<file path="src/verilog/cv_ctrl_defs.svh">
`ifndef CV_CTRL_DEFS_SVH
`define CV_CTRL_DEFS_SVH

// ========================================
// Word widths
// ========================================
`define CV_JOY_W       20
`define CV_NUM_KEYS    14
`define CV_NUM_DIGITS  10
`define CV_QUAD_W      4

// Host joystick word bit positions
`define CV_JOY_RIGHT   0
`define CV_JOY_LEFT    1
`define CV_JOY_DOWN    2
`define CV_JOY_UP      3
`define CV_JOY_FIRE1   4
`define CV_JOY_FIRE2   5
`define CV_JOY_STAR    6
`define CV_JOY_NUMBER  7
`define CV_JOY_DIGIT0  8
`define CV_JOY_PT      18
`define CV_JOY_BT      19

// Positions in the keypad key field
`define CV_KPOS_STAR   10
`define CV_KPOS_NUMBER 11
`define CV_KPOS_PT     12
`define CV_KPOS_BT     13

// ========================================
// Keypad quad codes, active low
// ========================================
`define CV_KEY_0       4'b0011
`define CV_KEY_1       4'b1110
`define CV_KEY_2       4'b1101
`define CV_KEY_3       4'b0110
`define CV_KEY_4       4'b0001
`define CV_KEY_5       4'b1001
`define CV_KEY_6       4'b0111
`define CV_KEY_7       4'b1100
`define CV_KEY_8       4'b1000
`define CV_KEY_9       4'b1011
`define CV_KEY_STAR    4'b1010
`define CV_KEY_NUMBER  4'b0101
`define CV_KEY_PT      4'b0100
`define CV_KEY_BT      4'b0010
`define CV_KEY_NONE    4'b1111

`endif

</file>
<file path="src/verilog/cv_ctrl_pkg.sv">
`default_nettype none

`include "cv_ctrl_defs.svh"

package cv_ctrl_pkg;

	// ========================================
	// Keypad word layout
	// ========================================

	// Named view of one keypad word
	// All bits active high
	typedef struct packed {
		// Bit 0 is key 0 up to bit 9 for key 9
		// then star, number, purple and blue
		logic [`CV_NUM_KEYS-1:0] keys;
		logic                    up;
		logic                    down;
		logic                    left;
		logic                    right;
		// Joystick select fire
		logic                    fire1;
		// Keypad select fire
		logic                    fire2;
	} keypad_fields_t;

	// Same word read either flat or by field
	typedef union packed {
		logic [`CV_JOY_W-1:0] flat;
		keypad_fields_t       fields;
	} keypad_word_t;

endpackage

`default_nettype wire

</file>
<file path="src/verilog/ps2_keypad_emu.sv">
`timescale 1ns/100ps
`default_nettype none

`include "cv_ctrl_defs.svh"

module ps2_keypad_emu
	import cv_ctrl_pkg::*;
(
	input  logic         clk_sys,
	input  logic         rst_n_i,
	input  logic         key_strobe_i,
	input  logic         key_pressed_i,
	input  logic [7:0]   key_code_i,
	output keypad_word_t kbd_word_o
);

	// ========================================
	// Scancodes
	// ========================================

	// Main row digits
	localparam logic [7:0] SC_MAIN_0 = 8'h45;
	localparam logic [7:0] SC_MAIN_1 = 8'h16;
	localparam logic [7:0] SC_MAIN_2 = 8'h1E;
	localparam logic [7:0] SC_MAIN_3 = 8'h26;
	localparam logic [7:0] SC_MAIN_4 = 8'h25;
	localparam logic [7:0] SC_MAIN_5 = 8'h2E;
	localparam logic [7:0] SC_MAIN_6 = 8'h36;
	localparam logic [7:0] SC_MAIN_7 = 8'h3D;
	localparam logic [7:0] SC_MAIN_8 = 8'h3E;
	localparam logic [7:0] SC_MAIN_9 = 8'h46;

	// Numeric pad digits
	localparam logic [7:0] SC_PAD_0 = 8'h70;
	localparam logic [7:0] SC_PAD_1 = 8'h69;
	localparam logic [7:0] SC_PAD_2 = 8'h72;
	localparam logic [7:0] SC_PAD_3 = 8'h7A;
	localparam logic [7:0] SC_PAD_4 = 8'h6B;
	localparam logic [7:0] SC_PAD_5 = 8'h73;
	localparam logic [7:0] SC_PAD_6 = 8'h74;
	localparam logic [7:0] SC_PAD_7 = 8'h6C;
	localparam logic [7:0] SC_PAD_8 = 8'h75;
	localparam logic [7:0] SC_PAD_9 = 8'h7D;

	localparam logic [7:0] SC_STAR    = 8'h7C;
	localparam logic [7:0] SC_LSHIFT  = 8'h12;
	localparam logic [7:0] SC_RSHIFT  = 8'h59;
	localparam logic [7:0] SC_MINUS   = 8'h7B;

	// Held button state
	logic [`CV_NUM_DIGITS-1:0] btn_digit;
	logic                      btn_star;
	logic                      btn_shift;
	logic                      btn_minus;

	// ========================================
	// Button state update
	// ========================================

	// Every strobe is taken
	// Extended prefix and unknown codes fall through unchanged
	always_ff @(posedge clk_sys) begin
		if (!rst_n_i) begin
			btn_digit <= '0;
			btn_star  <= 1'b0;
			btn_shift <= 1'b0;
			btn_minus <= 1'b0;
		end else if (key_strobe_i) begin
			case (key_code_i)
				SC_MAIN_0, SC_PAD_0: btn_digit[0] <= key_pressed_i;
				SC_MAIN_1, SC_PAD_1: btn_digit[1] <= key_pressed_i;
				SC_MAIN_2, SC_PAD_2: btn_digit[2] <= key_pressed_i;
				SC_MAIN_3, SC_PAD_3: btn_digit[3] <= key_pressed_i;
				SC_MAIN_4, SC_PAD_4: btn_digit[4] <= key_pressed_i;
				SC_MAIN_5, SC_PAD_5: btn_digit[5] <= key_pressed_i;
				SC_MAIN_6, SC_PAD_6: btn_digit[6] <= key_pressed_i;
				SC_MAIN_7, SC_PAD_7: btn_digit[7] <= key_pressed_i;
				SC_MAIN_8, SC_PAD_8: btn_digit[8] <= key_pressed_i;
				SC_MAIN_9, SC_PAD_9: btn_digit[9] <= key_pressed_i;
				SC_STAR:               btn_star  <= key_pressed_i;
				SC_LSHIFT, SC_RSHIFT:  btn_shift <= key_pressed_i;
				SC_MINUS:              btn_minus <= key_pressed_i;
				default: ;
			endcase
		end
	end

	// ========================================
	// Keyboard keypad word
	// ========================================

	// Only the key field is driven
	// Directions and fires stay clear
	always_comb begin
		kbd_word_o = '0;
		kbd_word_o.fields.keys[`CV_NUM_DIGITS-1:0] = btn_digit;
		// Shift+8 gives star, shift+3 gives number
		kbd_word_o.fields.keys[`CV_KPOS_STAR]   = btn_star | (btn_shift & btn_digit[8]);
		kbd_word_o.fields.keys[`CV_KPOS_NUMBER] = btn_minus | (btn_shift & btn_digit[3]);
	end

endmodule

`default_nettype wire

</file>
<file path="src/verilog/cv_ctrl_port.sv">
`timescale 1ns/100ps
`default_nettype none

`include "cv_ctrl_defs.svh"

module cv_ctrl_port
	import cv_ctrl_pkg::*;
(
	input  logic [`CV_JOY_W-1:0]  joy_i,
	input  keypad_word_t          kbd_word_i,
	input  logic                  key_sel_n_i,
	input  logic                  joy_sel_n_i,
	output logic [`CV_QUAD_W-1:0] quad_n_o,
	output logic                  fire_n_o
);

	keypad_word_t             joy_word;
	keypad_word_t             merged;
	logic [`CV_NUM_KEYS-1:0]  key_vec;
	logic [`CV_QUAD_W-1:0]    enc_code;
	logic [`CV_QUAD_W-1:0]    key_quad;
	logic [`CV_QUAD_W-1:0]    joy_quad;
	logic                     key_fire_n;
	logic                     joy_fire_n;

	// Quad code of one key position
	function automatic logic [`CV_QUAD_W-1:0] key_code(input int idx);
		case (idx)
			0:       key_code = `CV_KEY_0;
			1:       key_code = `CV_KEY_1;
			2:       key_code = `CV_KEY_2;
			3:       key_code = `CV_KEY_3;
			4:       key_code = `CV_KEY_4;
			5:       key_code = `CV_KEY_5;
			6:       key_code = `CV_KEY_6;
			7:       key_code = `CV_KEY_7;
			8:       key_code = `CV_KEY_8;
			9:       key_code = `CV_KEY_9;
			10:      key_code = `CV_KEY_STAR;
			11:      key_code = `CV_KEY_NUMBER;
			12:      key_code = `CV_KEY_PT;
			13:      key_code = `CV_KEY_BT;
			default: key_code = `CV_KEY_NONE;
		endcase
	endfunction

	// ========================================
	// Joystick remap and merge
	// ========================================

	always_comb begin
		joy_word.fields.keys[`CV_NUM_DIGITS-1:0] = joy_i[`CV_JOY_DIGIT0 +: `CV_NUM_DIGITS];
		joy_word.fields.keys[`CV_KPOS_STAR]      = joy_i[`CV_JOY_STAR];
		joy_word.fields.keys[`CV_KPOS_NUMBER]    = joy_i[`CV_JOY_NUMBER];
		joy_word.fields.keys[`CV_KPOS_PT]        = joy_i[`CV_JOY_PT];
		joy_word.fields.keys[`CV_KPOS_BT]        = joy_i[`CV_JOY_BT];
		joy_word.fields.up    = joy_i[`CV_JOY_UP];
		joy_word.fields.down  = joy_i[`CV_JOY_DOWN];
		joy_word.fields.left  = joy_i[`CV_JOY_LEFT];
		joy_word.fields.right = joy_i[`CV_JOY_RIGHT];
		joy_word.fields.fire1 = joy_i[`CV_JOY_FIRE1];
		joy_word.fields.fire2 = joy_i[`CV_JOY_FIRE2];
	end

	always_comb begin
		merged.flat = joy_word.flat | kbd_word_i.flat;
	end

	// Key field sits at the top of the flat word
	assign key_vec = merged.flat[`CV_JOY_W-1 -: `CV_NUM_KEYS];

	// ========================================
	// Priority encoder
	// ========================================

	// Scan from the top so the lowest key set wins
	always_comb begin
		enc_code = `CV_KEY_NONE;
		for (int k = `CV_NUM_KEYS - 1; k >= 0; k--) begin
			if (key_vec[k]) begin
				enc_code = key_code(k);
			end
		end
	end

	// Deselected components read all ones
	assign key_quad   = key_sel_n_i ? '1 : enc_code;
	assign key_fire_n = key_sel_n_i | ~merged.fields.fire2;

	assign joy_quad   = joy_sel_n_i ? '1 :
		~{merged.fields.up, merged.fields.down, merged.fields.left, merged.fields.right};
	assign joy_fire_n = joy_sel_n_i | ~merged.fields.fire1;

	// Both selects low overlap on the shared lines
	assign quad_n_o = key_quad & joy_quad;
	assign fire_n_o = key_fire_n & joy_fire_n;

endmodule

`default_nettype wire

</file>
<file path="src/verilog/cv_ctrl_top.sv">
`timescale 1ns/100ps
`default_nettype none

`include "cv_ctrl_defs.svh"

module cv_ctrl_top
	import cv_ctrl_pkg::*;
(
	input  logic                  clk_sys,
	input  logic                  rst_n_i,
	input  logic                  swap_i,
	input  logic                  key_strobe_i,
	input  logic                  key_pressed_i,
	input  logic [7:0]            key_code_i,
	input  logic [`CV_JOY_W-1:0]  joy0_i,
	input  logic [`CV_JOY_W-1:0]  joy1_i,
	input  logic [1:0]            key_sel_n_i,
	input  logic [1:0]            joy_sel_n_i,
	output logic [`CV_QUAD_W-1:0] quad0_n_o,
	output logic [`CV_QUAD_W-1:0] quad1_n_o,
	output logic                  fire0_n_o,
	output logic                  fire1_n_o
);

	keypad_word_t            kbd_word;
	logic [`CV_JOY_W-1:0]    joy_p0;
	logic [`CV_JOY_W-1:0]    joy_p1;

	// Joystick swap with no register in the path
	assign joy_p0 = swap_i ? joy1_i : joy0_i;
	assign joy_p1 = swap_i ? joy0_i : joy1_i;

	// ========================================
	// Keyboard and ports
	// ========================================

	ps2_keypad_emu u_kbd (
		.clk_sys       (clk_sys),
		.rst_n_i       (rst_n_i),
		.key_strobe_i  (key_strobe_i),
		.key_pressed_i (key_pressed_i),
		.key_code_i    (key_code_i),
		.kbd_word_o    (kbd_word)
	);

	// Keyboard feeds both ports
	cv_ctrl_port u_port0 (
		.joy_i       (joy_p0),
		.kbd_word_i  (kbd_word),
		.key_sel_n_i (key_sel_n_i[0]),
		.joy_sel_n_i (joy_sel_n_i[0]),
		.quad_n_o    (quad0_n_o),
		.fire_n_o    (fire0_n_o)
	);

	cv_ctrl_port u_port1 (
		.joy_i       (joy_p1),
		.kbd_word_i  (kbd_word),
		.key_sel_n_i (key_sel_n_i[1]),
		.joy_sel_n_i (joy_sel_n_i[1]),
		.quad_n_o    (quad1_n_o),
		.fire_n_o    (fire1_n_o)
	);

endmodule

`default_nettype wire

</file>
<file path="config.mk">
export PLATFORM = sky130hd
export DESIGN_NAME = cv_ctrl_top
export DESIGN_NICKNAME = d
export VERILOG_FILES = /design/src/verilog/cv_ctrl_pkg.sv /design/src/verilog/ps2_keypad_emu.sv /design/src/verilog/cv_ctrl_port.sv /design/src/verilog/cv_ctrl_top.sv
export VERILOG_INCLUDE_DIRS = /design/src /design/src/verilog
export SDC_FILE = /design/constraint.sdc
export NUM_CORES = 1
export LEC_CHECK = 0
export BUFFER_PORTS_ARGS = -buffer_cell sky130_fd_sc_hd__buf_2
export CORE_MARGIN = 8
export CORE_UTILIZATION = 56
export DETAILED_ROUTE_END_ITERATION = 16
export PLACE_DENSITY = 0.87
export SLEW_MARGIN = 40
export SYNTH_ARGS = -nofsm -noshare
export SYNTH_HDL_FRONTEND = slang
export SYNTH_HIERARCHICAL = 1
export SYNTH_SLANG_ARGS = --single-unit
</file>
<file path="constraint.sdc">
create_clock -name clk_sys -period 6.3 [get_ports clk_sys]
set_input_delay 1.26 -clock clk_sys [delete_from_list [all_inputs] [get_ports clk_sys]]
set_output_delay 1.26 -clock clk_sys [all_outputs]
set_load 0.005 [all_outputs]
</file>
==> summary.txt <==
STA
  • Final Hold Fails: 0
  • Fin worst setup slack: 1589 ps
  • Fmax: 0.2123 GHz
  • Setup Total Neg Slack: 0 ps
  • RSZ-0062 raised after global routing: no
  • Worst-Margin Slew: about 560 ps
  • Max Slew Vio Count: 0
  • Tmin final: ~4700 ps
  • Clock skew: 0 ps
  • Final Setup Violations: 0
  • Slew headroom: 0.6219
  • Crit share post-route: 0.7478

Drt
  • DR WL/cell: ~16 um
  • Drt drc: 0
  • Final ANT Viol Nets: 0
  • Vias per Instance: around 6.2
  • Vias after detailed routing: 2203
  • Routed WL: 5603 um
  • DRT iter0 DRCs: ~250
  • Drt pass-1 iters: 6

CTS
  • CTS resizes: 0
  • CTS tree: built
  • Total CTS buffers: 3
  • Clock sink total: 13
  • Hold-fix buffers, CTS: 0
  • H-tree depth: 1
  • Post-CTS setup buffer count: 0
  • Clock root buffer: clkbuf_4
  • Clock tree buffer depth: 2
  • Clock latency at the later pin of the worst-skew pair: roughly 270 ps
  • Worst-path clk slew: 70 ps

Global routing
  • Largest net degree at the start of global routing: 41
  • Grt ovf: 0
  • First-pass GRT wire length: 9508 um
  • GR Util All Layers: 0.1843
  • Number of antenna violations at the first check in global routing: 0
  • Number of global-route vias before repair: around 2.2k

Logic synthesis
  • Fraction of registers with async set/reset: 0
  • Post-synthesis instance area: 0.002037 mm^2
  • Yosys Warn Count: 6
  • Largest cells by area after synthesis: mux2_2 (22%), dfxtp_1 (13%), mux2i_1 (6.4%)
  • Post-Syn Instances: 248
  • Post-synth EDFFs: 0
  • Flops & latches, synth: 13
  • Primary FF master, synth: dfxtp_1
  • Sequential area share after synthesis: 0.1278
  • Yosys top cell area share: 0.2211
  • Yosys top cell by area: mux2_2
  • Avg Synthesized Cell Area: 8.214 um^2
  • Post-synth cell types: 52

Floorplanning
  • Die Y: about 76 um
  • Die area: 0.005823 mm^2
  • Die width: 76.31 um
  • I/O pin count: 67
  • Initial core utilization: 0.5692
  • Site row count: 22
  • Total core area: around 0.0036 mm^2

Setup path
  • Crit path max-delay cell type: or4_4
  • Worst setup EP type: output port
  • Worst Setup Start Kind: input pin
  • Crit-path cells: buf_4, mux2_2, or4_4, o211a_1, o41ai_2, a21oi_1, buf_2
  • Critical path class: in -> out
  • Worst endpoint data arrival time: 3450 ps
  • Data required, critical path: 5040 ps
  • Crit path max fanout: 40
  • Worst path max stage delay: between 500 and 600 ps

Final layout
  • Share of cells above drive strength 1: 0.4066
  • Highest-count cells in the layout ignoring fill and taps: buf_2 (65), mux2_2 (40), nor2_1 (25), nand2_1 (19)
  • Syn-to-layout area delta: 14.25%
  • Most common cell after layout, fill and taps aside: buf_2
  • Nets: roughly 360
  • ANT cells: 0

Power
  • Final Power: ~0.26 mW
  • Pwr Density: around 110 mW/mm^2
  • VDD IR max: around 0.12 mV
  • Static Leak: slightly above 1 nW

Flow run
  • Max_cap viols: 0

Place
  • HPWL Detailed: 4470 um
  • Place WS: 1379 ps
  • Buffers on Ports: 66
  • Routability congestion estimate: about 0.93

Hold path
  • Worst min path class: reg -> reg

Run status
  • Status: completed
[critical path: cells and delay by family]
family                 cells  cell delay [ps]
AOI/OAI and AO/OA          3              720
muxes                      1              400
and+or+nand+nor            1              520
buffers and inverters      2              530
[cell type report]
cell class	instances	area, um^2
Sequential cell	13	260.3
Multi-Input combinational cell	220	1640
Clock buffer	4	26.28
Tap cell	48	60.06
Fill cell	330	1251
Inverter	2	7.507
Timing Repair Buffer	66	332.8
[synth_stat cells (4+ instances only)]
cell / count
buf_6: 5
buf_2: 4
nor2_1: 25
mux2i_1: 13
buf_4: 10
nor4_1: 10
or3_1: 4
nor2b_1: 10
nand2_1: 19
mux2_2: 40
nand3_1: 6
o22a_1: 4
dfxtp_1: 13
nor3_1: 10
o22ai_1: 5
o2111ai_1: 4
[layer usage]
layer / GRT usage / wire [um] / vias to the layer above
met2: 0.3231 / 2735 / 121
met5: 0 / 0 / -
met3: 0.04835 / 472 / 20
met4: 0.05385 / 118 / 0
met1: 0.2127 / 2276 / 999
li1: - / - / 1063
[power breakdown]
part	switching, mW	internal, mW	leakage (nW)	total, mW
Clock	0.0251	0.0245	0.0150	0.0496
Combinational	0.0647	0.0601	0.891	0.125
Sequential	0.000230	0.0823	0.105	0.0825
[metrics by stage]
| step | utilization | hold slack [ps] | cell area [um^2] | std cells |
|---|---|---|---|---|
| 4_1_cts | 0.6497 | 485.3 | 2325 | 353 |
| 3_5_place_dp | 0.6423 | 475.2 | 2298 | 349 |
| 2_1_floorplan | - | 448.0 | 2063 | 255 |
| 3_3_place_gp | 0.6423 | 464.1 | 2298 | 349 |
| 6_report | 0.6504 | 492.9 | 2327 | 353 |
| 5_1_grt | 0.6504 | 507.9 | 2327 | 353 |
[sequential cells by signal (all words and copies together), names as in the netlist]
| signal | flops |
|---|---|
| u_kbd/btn_minus | 1 |
| u_kbd/btn_shift | 1 |
| u_kbd/btn_star | 1 |
| u_kbd/btn_digit | 10 |
[cell families after synthesis]
kind of cell,share of synthesized area
XOR/XNOR,0.004301
other,0.001841
AND/OR/NAND/NOR,0.3268
buffers and inverters,0.07985
multiplexers,0.2850
flip-flops,0.1278
AO/OA/AOI/OAI,0.1744
[final timing paths]
| path | slack (ps) | to | cells after the start | startpoint |
|---|---|---|---|---|
| setup / recovery | 1590 | quad0_n_o[2] | 7 | swap_i |
| setup reg to reg | 5570 | u_kbd/btn_digit[7] | 2 | u_kbd/btn_digit[7] |
| hold / removal | 490 | u_kbd/btn_shift | 2 | u_kbd/btn_shift |
| hold reg to reg | 490 | u_kbd/btn_shift | 2 | u_kbd/btn_shift |
No activity file was read; power rests on OpenSTA's default activity.
